File: src/verilog/l2_defs_pkg.sv
// package with L2 miss pipeline widths, table sizes, request, result and response types
`default_nettype none

package l2_defs_pkg;

	// a line address names one cache line in system memory
	localparam int line_addr_width = 26;

	// the low address bits select one set of the direct-mapped tag store
	localparam int set_index_width = 6;
	localparam int num_sets = 64;

	// the tag is everything above the set index
	localparam int tag_width = 20;

	// depth of the pending-miss tracker, which also sizes the memory request queue
	localparam int pending_entries = 8;
	localparam int pending_index_width = 3;

	// one incoming request, either a lookup or a fill returning from memory
	typedef struct packed {
		logic [line_addr_width-1:0] address;
		logic is_fill;
	} l2_req_t;

	// classification reported for every request that leaves stage two
	typedef enum logic [1:0] {
		// tag matched on a lookup
		kind_hit = 2'd0,
		// lookup missed and no fetch is pending, so memory gets a request
		kind_miss_new = 2'd1,
		// lookup missed but the line is already being fetched
		kind_miss_duplicate = 2'd2,
		// a fill went through both stages
		kind_fill_done = 2'd3
	} result_kind_t;

	// what stage one hands to stage two
	typedef struct packed {
		l2_req_t req;
		// meaningless for fills
		logic tag_hit;
	} tag_result_t;

	// result presented to the requester
	typedef struct packed {
		logic [line_addr_width-1:0] address;
		result_kind_t kind;
	} l2_resp_t;

endpackage

`default_nettype wire

File: src/verilog/cam.sv
// content-addressable key store with combinational search and single-entry registered update
`timescale 1ns/100ps
`default_nettype none

module cam
	#(parameter int num_entries = 8,
	parameter int key_width = 26)
	(input logic clk,
	input logic reset,
	input logic [key_width-1:0] lookup_key,
	output logic lookup_hit,
	output logic [$clog2(num_entries)-1:0] lookup_index,
	input logic update_en,
	input logic [$clog2(num_entries)-1:0] update_index,
	input logic [key_width-1:0] update_key,
	input logic update_valid);

	localparam int index_width = $clog2(num_entries);

	// each entry holds a key and a valid bit, only valid entries take part in the search
	logic [key_width-1:0] entry_key[num_entries];
	logic [num_entries-1:0] entry_valid;

	// compare the search key against every entry at once
	// the caller never stores the same key twice, so at most one entry matches
	always_comb
	begin
		lookup_hit = 1'b0;
		lookup_index = '0;
		for (int i = 0; i < num_entries; i++)
		begin
			if (entry_valid[i] && entry_key[i] == lookup_key)
			begin
				lookup_hit = 1'b1;
				lookup_index = index_width'(i);
			end
		end
	end

	// valid bits start cleared so an empty store never reports a hit
	always_ff @(posedge clk, posedge reset)
	begin
		if (reset)
			entry_valid <= '0;
		else if (update_en)
			entry_valid[update_index] <= update_valid;
	end

	// keys are only looked at while their valid bit is set
	always_ff @(posedge clk)
	begin
		if (update_en)
			entry_key[update_index] <= update_key;
	end

endmodule

`default_nettype wire

File: src/verilog/l2_miss_pipeline.sv
// top level of the L2 miss front end, tag stage, pending-miss stage and memory request queue
`timescale 1ns/100ps
`default_nettype none

module l2_miss_pipeline
	(input logic clk,
	input logic reset,
	input logic req_valid,
	input l2_defs_pkg::l2_req_t req,
	output logic resp_valid,
	output l2_defs_pkg::l2_resp_t resp,
	output logic mem_req_valid,
	output logic [l2_defs_pkg::line_addr_width-1:0] mem_req_address,
	input logic mem_req_ack);

	import l2_defs_pkg::*;

	// stage one to stage two
	logic stage_one_valid;
	tag_result_t stage_one_data;

	// stage two to the memory request queue
	logic enqueue;
	logic [line_addr_width-1:0] enqueue_address;

	// first register stage checks the tag store
	tag_check_stage u_tag_check (
		.clk(clk),
		.reset(reset),
		.req_valid(req_valid),
		.req(req),
		.out_valid(stage_one_valid),
		.out_data(stage_one_data));

	// second register stage tracks outstanding fetches and reports the result
	pending_miss_stage u_pending_miss (
		.clk(clk),
		.reset(reset),
		.in_valid(stage_one_valid),
		.in_data(stage_one_data),
		.resp_valid(resp_valid),
		.resp(resp),
		.enqueue(enqueue),
		.enqueue_address(enqueue_address));

	// queue depth matches the tracker so every outstanding miss has a slot
	miss_queue #(
		.depth(pending_entries)
	) u_miss_queue (
		.clk(clk),
		.reset(reset),
		.enqueue(enqueue),
		.enqueue_address(enqueue_address),
		.mem_req_ack(mem_req_ack),
		.mem_req_valid(mem_req_valid),
		.mem_req_address(mem_req_address));

endmodule

`default_nettype wire

File: src/verilog/miss_queue.sv
// circular FIFO of new miss line addresses waiting for system memory
`timescale 1ns/100ps
`default_nettype none

module miss_queue
	#(parameter int depth = l2_defs_pkg::pending_entries)
	(input logic clk,
	input logic reset,
	input logic enqueue,
	input logic [l2_defs_pkg::line_addr_width-1:0] enqueue_address,
	input logic mem_req_ack,
	output logic mem_req_valid,
	output logic [l2_defs_pkg::line_addr_width-1:0] mem_req_address);

	import l2_defs_pkg::*;

	localparam int ptr_width = $clog2(depth);
	localparam int count_width = $clog2(depth + 1);

	logic [line_addr_width-1:0] entries[depth];
	logic [ptr_width-1:0] rd_ptr;
	logic [ptr_width-1:0] wr_ptr;
	logic [count_width-1:0] count;
	logic pop;

	// memory sees the oldest address for as long as anything is queued
	assign mem_req_valid = (count != '0);
	assign mem_req_address = entries[rd_ptr];

	// an ack against an empty queue has nothing to remove
	assign pop = mem_req_ack && mem_req_valid;

	// pointers wrap explicitly so depth need not be a power of two
	// the requester rules keep a push from ever landing on a full queue
	always_ff @(posedge clk, posedge reset)
	begin
		if (reset)
		begin
			rd_ptr <= '0;
			wr_ptr <= '0;
			count <= '0;
		end
		else
		begin
			if (enqueue)
				wr_ptr <= (wr_ptr == ptr_width'(depth - 1)) ? '0 : wr_ptr + 1'b1;
			if (pop)
				rd_ptr <= (rd_ptr == ptr_width'(depth - 1)) ? '0 : rd_ptr + 1'b1;

			// push and pop in one cycle leave the occupancy unchanged
			if (enqueue && !pop)
				count <= count + 1'b1;
			else if (pop && !enqueue)
				count <= count - 1'b1;
		end
	end

	// slot written one edge after the pulse, so memory sees it the cycle after the response
	always_ff @(posedge clk)
	begin
		if (enqueue)
			entries[wr_ptr] <= enqueue_address;
	end

endmodule

`default_nettype wire

File: src/verilog/pending_miss_stage.sv
// stage two of the L2 miss pipeline, pending-miss tracker and result classification
`timescale 1ns/100ps
`default_nettype none

module pending_miss_stage
	(input logic clk,
	input logic reset,
	input logic in_valid,
	input l2_defs_pkg::tag_result_t in_data,
	output logic resp_valid,
	output l2_defs_pkg::l2_resp_t resp,
	output logic enqueue,
	output logic [l2_defs_pkg::line_addr_width-1:0] enqueue_address);

	import l2_defs_pkg::*;

	// a set bit marks a tracker entry that holds no pending line
	logic [pending_entries-1:0] empty_mask;
	logic [pending_index_width-1:0] next_empty;

	// result of searching the tracker with the incoming address
	logic cam_hit;
	logic [pending_index_width-1:0] cam_hit_index;

	logic is_fill;
	logic new_miss;
	logic free_entry;
	result_kind_t kind;

	assign is_fill = in_data.req.is_fill;

	// a lookup that missed the tags and found no pending fetch starts a new one
	assign new_miss = in_valid && !is_fill && !in_data.tag_hit && !cam_hit;

	// a fill retires the pending entry for its line, if there is one
	assign free_entry = in_valid && is_fill && cam_hit;

	// lowest empty entry wins
	// the requester keeps at most pending_entries misses open,
	// so an empty entry always exists when a new miss arrives
	always_comb
	begin
		next_empty = '0;
		for (int i = pending_entries - 1; i >= 0; i--)
		begin
			if (empty_mask[i])
				next_empty = pending_index_width'(i);
		end
	end

	// fills take priority, then tag hits, then the tracker decides
	always_comb
	begin
		if (is_fill)
			kind = kind_fill_done;
		else if (in_data.tag_hit)
			kind = kind_hit;
		else if (cam_hit)
			kind = kind_miss_duplicate;
		else
			kind = kind_miss_new;
	end

	// the tracker entry is written at the edge that registers the result,
	// so a repeat miss in the very next cycle already matches
	cam #(
		.num_entries(pending_entries),
		.key_width(line_addr_width)
	) u_pending_cam (
		.clk(clk),
		.reset(reset),
		.lookup_key(in_data.req.address),
		.lookup_hit(cam_hit),
		.lookup_index(cam_hit_index),
		.update_en(new_miss || free_entry),
		.update_index(free_entry ? cam_hit_index : next_empty),
		.update_key(in_data.req.address),
		.update_valid(new_miss));

	// control state of the tracker and the output strobes
	always_ff @(posedge clk, posedge reset)
	begin
		if (reset)
		begin
			empty_mask <= '1;
			resp_valid <= 1'b0;
			enqueue <= 1'b0;
		end
		else
		begin
			resp_valid <= in_valid;
			enqueue <= new_miss;
			if (free_entry)
				empty_mask[cam_hit_index] <= 1'b1;
			else if (new_miss)
				empty_mask[next_empty] <= 1'b0;
		end
	end

	// response payload follows the strobe
	always_ff @(posedge clk)
	begin
		if (in_valid)
		begin
			resp.address <= in_data.req.address;
			resp.kind <= kind;
		end
	end

	// the queue takes the same line that the response reports
	assign enqueue_address = resp.address;

endmodule

`default_nettype wire

File: src/verilog/tag_check_stage.sv
// stage one of the L2 miss pipeline, direct-mapped tag store lookup and fill install
`timescale 1ns/100ps
`default_nettype none

module tag_check_stage
	(input logic clk,
	input logic reset,
	input logic req_valid,
	input l2_defs_pkg::l2_req_t req,
	output logic out_valid,
	output l2_defs_pkg::tag_result_t out_data);

	import l2_defs_pkg::*;

	// one tag and one valid bit per set
	logic [tag_width-1:0] set_tag[num_sets];
	logic [num_sets-1:0] set_valid;

	// fields of the incoming line address
	logic [set_index_width-1:0] req_set;
	logic [tag_width-1:0] req_tag;

	logic tag_hit;
	logic install;

	// low bits pick the set and the rest is compared as the tag
	assign req_set = req.address[set_index_width-1:0];
	assign req_tag = req.address[line_addr_width-1 -: tag_width];

	// a set only hits once a fill has installed a line there
	assign tag_hit = set_valid[req_set] && (set_tag[req_set] == req_tag);

	// a fill claims its set and evicts whatever line lived there before
	assign install = req_valid && req.is_fill;

	// control state
	// the valid bit goes up at the same edge that passes the fill on,
	// so a lookup one cycle later already sees the new line
	always_ff @(posedge clk, posedge reset)
	begin
		if (reset)
		begin
			set_valid <= '0;
			out_valid <= 1'b0;
		end
		else
		begin
			out_valid <= req_valid;
			if (install)
				set_valid[req_set] <= 1'b1;
		end
	end

	// tag storage and the registered request for stage two
	always_ff @(posedge clk)
	begin
		if (install)
			set_tag[req_set] <= req_tag;

		// payload only moves when a request is present
		if (req_valid)
		begin
			out_data.req <= req;
			out_data.tag_hit <= tag_hit;
		end
	end

endmodule

`default_nettype wire
File: config.mk
export PLATFORM = sky130hd
export DESIGN_NAME = l2_miss_pipeline
export DESIGN_NICKNAME = d
export VERILOG_FILES = /design/src/verilog/l2_defs_pkg.sv /design/src/verilog/cam.sv /design/src/verilog/l2_miss_pipeline.sv /design/src/verilog/miss_queue.sv /design/src/verilog/pending_miss_stage.sv /design/src/verilog/tag_check_stage.sv
export SDC_FILE = /design/constraint.sdc
export NUM_CORES = 2
export LEC_CHECK = 0
export BUFFER_PORTS_ARGS = -buffer_cell sky130_fd_sc_hd__buf_2
export CORE_ASPECT_RATIO = 0.6
export CORE_UTILIZATION = 57
export DETAILED_ROUTE_END_ITERATION = 8
export GPL_TIMING_DRIVEN = 0
export PLACE_DENSITY = 0.76
export SYNTH_ARGS = -nofsm -noshare
export SYNTH_HDL_FRONTEND = slang
export SYNTH_HIERARCHICAL = 1
export SYNTH_SLANG_ARGS = --single-unit
File: constraint.sdc
create_clock -name clk -period 5.25 [get_ports clk]
set_input_delay 1.05 -clock clk [delete_from_list [all_inputs] [get_ports clk]]
set_output_delay 1.05 -clock clk [all_outputs]
set_load 0.02 [all_outputs]
## Word level (Yosys, flattened, before mapping)

Memories as Yosys holds them, arrays and structs flattened.
Index checks and enable logic that the tools add are counted.

| word-level totals | value |
|---|---|
| bits in registers | 149 |
| bits in latches | 0 |
| RAM bits | 1696 |
| memory bits (read-only) | 0 |
| bits of input ports | 31 |
| output and inout bits | 56 |
| logic and storage cells | 124 |
| memories | 3 |

Memories:

| memory | depth | bits a word | read ports | clocked after Yosys merged registers in | write ports | RTL line | source |
|---|---|---|---|---|---|---|---|
| u_tag_check.set_tag | 64 | 20 | 1 | 0 | 1 | tag_check_stage.sv:16 | `logic [tag_width-1:0] set_tag[num_sets];` |
| u_miss_queue.entries | 8 | 26 | 1 | 0 | 1 | miss_queue.sv:20 | `logic [line_addr_width-1:0] entries[depth];` |
| u_pending_miss.u_pending_cam.entry_key | 8 | 26 | 8 | 0 | 1 | cam.sv:21 | `logic [key_width-1:0] entry_key[num_entries];` |

| cells by class | value |
|---|---|
| add/subtract/negate cells | 4 |
| $mul | 0 |
| divide/modulo/power cells | 0 |
| $lt $le $gt $ge | 8 |
| equal/unequal tests | 11 |
| shifts and indexed selects | 0 |
| multiplexer cells | 49 |
| bitwise operators | 4 |
| reduce and logical (&&, ||, !) cells | 31 |

Operators with widths:

| operator | number |
|---|---|
| == test 26 bit | 8 |
| OR 64 bit | 1 |
| two-way mux 3 bit | 17 |
| logical AND 1 bit | 22 |
| == test 20 bit | 1 |
| two-way mux 1 bit | 20 |
| two-way mux 8 bit | 2 |
| less-than comparator 3 x 4 -> 1 bit (second input constant) | 3 |
| demux 1 bit (select 3 bit) | 3 |
| greater-or-equal comparator 3 x 1 -> 1 bit (second input constant) | 3 |
| bitwise AND 8 bit | 1 |
| bitwise mux 8 bit | 1 |
| two-way mux 4 bit | 2 |
| NOT 8 bit | 1 |
| OR 8 bit | 1 |
| less-than comparator 6 x 7 -> 1 bit (second input constant) | 1 |
| adder 3 x 1 -> 3 bit (second input constant) | 2 |
| binary-select mux 1 bit (select 6 bit) | 1 |
| demux 1 bit (select 6 bit) | 1 |
| == test 3 bit (second input constant) | 2 |
| greater-or-equal comparator 6 x 1 -> 1 bit (second input constant) | 1 |
| logical NOT 1 bit | 5 |
| adder 4 x 1 -> 4 bit (second input constant) | 1 |
| two-way mux 2 bit | 2 |
| 4 further kinds | 5 |

## Longest topological paths before layout

An unclocked memory read counts as a cell.

| depth | value |
|---|---|
| depth after elaboration | 18 |
| depth in mapped cells | 15 |
| gate-level depth less buffers | 13 |

## Modules after synthesis

Netlist, hierarchy kept.

By module, submodules not included:

| module | times used | cells an instance | area each (µm²) | sequential area each (µm²) |
|---|---|---|---|---|
| tag_check_stage | 1 | 2589 | 52970.8 | 40904.2 |
| cam | 1 | 552 | 9111.2 | 6446.2 |
| miss_queue | 1 | 366 | 8668.3 | 6496.2 |
| pending_miss_stage | 1 | 117 | 1622.8 | 1101.1 |

## Least setup slack after synthesis

No wires, ideal clock.

| timing | value |
|---|---|
| path type | register to register |
| start point | register u_tag_check/out_data[26] (netlist bit) |
| end point | register u_pending_miss.u_pending_cam.entry_valid[0] |
| library setup time | 0.125 ns |
| arrival | 5.065 ns |
| required time | 5.125 ns |
| slack | 0.061 ns |
| cell stages (with the launch flop) | 13 |
| buffers on the path | 1 |
| period minus slack after synthesis | 5.189 ns |
| cells stage by stage | edfxtp_1 buf_2 xnor2_1 nand4_1 nor4_1 nand4_1 nand4_1 or4_2 or3_4 a21boi_4 nand2b_1 nor3_1 mux2_2 |

| on the way | value |
|---|---|
| elaborated cells on any way between the ends | 42 |
| classes of those cells | order compare (2); eq/ne (8); mux (19); reduce/logical (13) |

RTL lines:

| element | RTL line | source |
|---|---|---|
| from (decl) | tag_check_stage.sv:11 | `output l2_defs_pkg::tag_result_t out_data);` |
| == test 26 bit | cam.sv:32 | `if (entry_valid[i] && entry_key[i] == lookup_key)` |
| logical AND 1 bit | cam.sv:32 |  |
| two-way mux 3 bit (4 in a row) | cam.sv:32 |  |
| two-way mux 3 bit * | cam.sv:32 |  |
| named net u_pending_miss.cam_hit_index[2] | pending_miss_stage.sv:23 | `logic [pending_index_width-1:0] cam_hit_index;` |
| two-way mux 3 bit * | pending_miss_stage.sv:76 | `.update_index(free_entry ? cam_hit_index : next_empty),` |
| less-than comparator 3 x 4 -> 1 bit (implied by the code) or greater-or-equal comparator 3 x 1 -> 1 bit (tied branches) | cam.sv:46 | `entry_valid[update_index] <= update_valid;` |
| logical AND 1 bit (implied by the code) | cam.sv:46 |  |
| two-way mux 1 bit (implied by the code) | cam.sv:46 |  |
| demux 1 bit (select 3 bit) * | cam.sv:46 |  |
| bitwise mux 8 bit * | cam.sv:46 |  |
| to (signal, indexed assignment) | cam.sv:46 |  |
| to (decl) | cam.sv:22 | `logic [num_entries-1:0] entry_valid;` |

The timed path passes the listed nets; every way through them passes the cells marked *.
A chain may end at the register's enable or synchronous reset.

## Worst setup path in the final report

| timing | value |
|---|---|
| start point | input req[1] (netlist bit) |
| end point | register u_tag_check/out_data[0] (netlist bit) (data pin) |

| on the way | value |
|---|---|
| word-level cells in the longest chain between the ends | 3 |
| elaborated cells on any way between the ends | 5 |
| classes of those cells | eq/ne (1); mux (2); reduce/logical (1); memory (1) |

Ends and longest elaborated chain:

| element | RTL line | source |
|---|---|---|
| from (decl) | l2_miss_pipeline.sv:9 | `input l2_defs_pkg::l2_req_t req,` |
| memory (64 x 20 bit) or binary-select mux 1 bit (select 6 bit) (tied branches) | - |  |
| == test 20 bit or two-way mux 1 bit (tied branches) | tag_check_stage.sv:31 | `assign tag_hit = set_valid[req_set] && (set_tag[req_set] == req_tag);` |
| logical AND 1 bit * | tag_check_stage.sv:31 |  |
| named net u_tag_check.tag_hit | tag_check_stage.sv:23 | `logic tag_hit;` |

The timed path passes the listed nets; every way through them passes the cells marked *. The select of a mux whose other input is x is not followed.

==> metrics.txt <==
aggregate global routing overflow 0; die outline area 128400 um^2; post-synth cell types 83; WL final 248000 um; total vias in the final route 42780; type of origin of the critical path primary input; global-route wire length before repair 327200 um; part of the power in registers 51.9%; cell chain of the critical path buf_2, buf_6, buf_6, buf_6, buf_4, buf_2, mux2i_1, nor2_1, nor4_2, nand4_1, o21ai_1, xnor2_1, nor4_1, nand4_1, nor4_4; Avg WL per Cell 42.42 um; fmax 0.1806 GHz; outcome complete, but fails checks; Layout area overhead 15.10%; clock tree sinks 1845; total negative slack -0.2863 ns; cell with the largest stage delay on the worst path sky130_fd_sc_hd__nor4_2; detailed placement HPWL 158500 um; crit path kind in2reg; Mapped Nets 3663; min-delay worst type in2async; pin count of the biggest net entering global routing 67; cell family with most CP delay simple AND/OR/NAND/NOR gates; number of instances in the placed design 5473; Finished Layout Cells 5846; RePlAce Congestion 1.041; Pins Over Slew Limit 55; Top-Level Pins 87; portion of the post-synthesis area used by sequential elements 75.92%; die height 278.0 um; number of nets still failing antenna checks after routing 0; post-synthesis cell type with the largest combined area sky130_fd_sc_hd__edfxtp_1; largest voltage drop on the vdd net 0.0004260 V; Avg Synthesized Cell Area 19.97 um^2; TritonCTS clock tree yes; Port Buffer Count 86; simple-gate share of the synthesized area 3.404%; Setup WS pre-CTS -1.454 ns; switching power share of the total 24.49%; clock group share of total power 37.0%; Vias per Instance 7.318; cell chosen for the clock root sky130_fd_sc_hd__clkbuf_16; Comb pwr share 11.1%; number of flops mapped to enable cells by yosys 1752; number of CTS-inserted buffers 156; area fraction of the dominant cell type after synthesis 72.69%; clock input transition at the sequential cells of the worst setup and hold paths 0.07 ns; cell count after synthesis 3624; ratio of total power to cell area 384.8 nW/um^2; final critical-path setup slack -0.2863 ns; worst slew pin tran 1.597 ns; Seq cells post-synth 1845; endpoint kind of the worst setup timing path register; count leader, synth sky130_fd_sc_hd__edfxtp_1; via count of the first global-routing pass 39290; buffering stage count on the worst path with inverters included 6; Most common cell on crit path sky130_fd_sc_hd__buf_6; share of the cycle needed by the critical path after routing 105.5%; headroom to the max-slew limit -6.500%; cell area after synthesis 72370 um^2; clock skew after layout 0.02621 ns; XOR/XNOR Fraction of Synth Area 2.794%; H-Tree Level Count 4; Switching Power 7.850 mW; area of the core 125000 um^2; total track usage 38.59%; count of routing violations after the opening detailed-route iteration 8220; Max clock buf depth 3; most area-consuming cells after synthesis sky130_fd_sc_hd__edfxtp_1 73%, sky130_fd_sc_hd__mux4_2 7.1%, sky130_fd_sc_hd__dfrtp_1 2.9%, sky130_fd_sc_hd__mux2i_1 2.8%, sky130_fd_sc_hd__mux4_1 2.0%; RSZ-0062 raised after global routing true; worst skew pair latency 0.80 ns; proportion of synthesized flip-flops having asynchronous set or reset 5.041%; number of placement rows 100; WP data required 5.78 ns; iteration count of the initial detailed-routing pass 7; Adder-Cell Fraction of Synth Area 0.1487%; antenna violations before repair 19; layout cell share with drive strength beyond 1 26.46%; hold_ws 0.3867 ns; delay contributed by the slowest stage of the critical path 0.84 ns; synth cell count leaders 1752 x sky130_fd_sc_hd__edfxtp_1, 227 x sky130_fd_sc_hd__mux4_2, 201 x sky130_fd_sc_hd__mux2i_1; share of synthesized area spent on multiplexers 12.88%; # setup viols final 1; violated checks max-capacitance violations, max-slew violations, negative setup slack; internal power 24.20 mW; compound-cell area share of the yosys netlist 2.944%; time the final worst path needs with I/O delays and setup 5.536 ns; starting density of the core 57.90%; final hold violations 0; arrival time reported for the critical path endpoint 6.07 ns; synthesis warning total 6; most frequently used flop master after synthesis sky130_fd_sc_hd__edfxtp_1; largest driver fanout on the critical path 12; largest family of logic cells by synthesized area multiplexers; post-cts hold buffer count 0; max capacitance violation total 5; width of the die 462.0 um; leakage component of the power 27.55 nW; DRC violations left 0; number of nets in the finished design 4063
## per-layer routing
metal	GRT usage, %	routed length (um)	vias to the layer above
li1	-	-	15540
met1	54.77	89840	21980
met2	47.62	93830	4483
met3	23.80	52580	749
met4	14.23	11340	26
met5	1.201	399	-
## worst paths after layout
path | startpoint | endpoint | slack [ns] | cells past startpoint
max in group asynchronous | reset | u_tag_check/set_valid[0]$_DFFE_PP0P_ | 4.29 | 3
worst max-delay path | req[1] | u_tag_check/out_data[0]$_DFFE_PP_ | -0.29 | 15
worst min register to register | u_tag_check/set_valid[51]$_DFFE_PP0P_ | u_tag_check/set_valid[51]$_DFFE_PP0P_ | 0.46 | 1
worst min-delay path | reset | u_tag_check/set_valid[25]$_DFFE_PP0P_ | 0.39 | 2
min in group clk | u_tag_check/set_valid[51]$_DFFE_PP0P_ | u_tag_check/set_valid[51]$_DFFE_PP0P_ | 0.46 | 1
worst max register to register | u_tag_check/out_data[10]$_DFFE_PP_ | u_pending_miss/u_pending_cam/entry_valid[4]$_DFFE_PP0P_ | 0.02 | 15
## final cells by class
class                      count  area (um^2)
antenna                        9        22.52
buffer                       206         1368
clock buffer                 210         4302
clock inverter                78        819.5
fill                        7920        41700
inverter                      12        47.55
multi-input combinational   1563        16770
sequential                  1845        54950
tap                         1683         2106
timing repair buffer         240         2917
## registers in the layout, summed over array words and instances, names as in the netlist
name	count
u_tag_check/set_tag	1280
u_miss_queue/entries	208
u_pending_miss/u_pending_cam/entry_key	208
u_tag_check/set_valid	64
u_tag_check/out_data	28
u_pending_miss/enqueue_address	26
u_pending_miss/empty_mask	8
u_pending_miss/u_pending_cam/entry_valid	8
u_miss_queue/count	4
u_miss_queue/rd_ptr	3
u_miss_queue/wr_ptr	3
u_pending_miss/resp	2
u_pending_miss/enqueue	1
u_pending_miss/resp_valid	1
u_tag_check/out_valid	1
## timing repair
action | in CTS | in global routing
endpoints found under the hold margin | 0 | 0
gates cloned | 3 | 0
setup endpoints to repair | 217 | 210
setup buffers | 37 | 35
gates resized for setup | 25 | 18
pin swaps | 5 | 7
## cells by family after synthesis
group                      count (synthesis)
AOI/OAI and AO/OA                        308
xor gates and xnor gates                 230
adders and majority gates                  8
buffers and inverters                    219
DFF                                     1845
muxes                                    551
and+or+nand+nor                          463
## power groups by stage
| stage | combinational, mW | sequential, mW | clock (mW) |
|---|---|---|---|
| global route | 3.64 | 16.7 | 12.4 |
| finish | 3.56 | 16.6 | 11.9 |
| global placement | 3.15 | 17.0 | 0 |
| CTS | 3.39 | 16.7 | 11.8 |
| floorplan | 1.99 | 16.9 | 0 |
| detailed placement | 3.27 | 17.0 | 0 |
## stage by stage
stage / util [%] / power [mW] / instance area, um^2
floorplan: - / 18.87 / 72370
global placement: 59.93 / 20.15 / 74910
detailed placement: 61.75 / 20.28 / 77190
CTS: 66.30 / 31.87 / 82870
global route: 66.63 / 32.69 / 83280
finish: 66.64 / 32.05 / 83300
## cell usage in the layout (no fill, tap or decap), types with 58 or more instances in the layout
cell,n
sky130_fd_sc_hd__nand2_1,58
sky130_fd_sc_hd__o22ai_1,59
sky130_fd_sc_hd__clkbuf_1,82
sky130_fd_sc_hd__buf_4,109
sky130_fd_sc_hd__edfxtp_1,1752
sky130_fd_sc_hd__mux2i_1,201
sky130_fd_sc_hd__or2_2,66
sky130_fd_sc_hd__mux4_2,227
sky130_fd_sc_hd__nor2_4,79
sky130_fd_sc_hd__xnor2_1,150
sky130_fd_sc_hd__mux2_2,67
sky130_fd_sc_hd__xor2_1,78
sky130_fd_sc_hd__buf_12,59
sky130_fd_sc_hd__clkbuf_16,160
sky130_fd_sc_hd__dfrtp_1,85
sky130_fd_sc_hd__buf_2,142
Note: power is estimated with default switching activity, not from simulation.
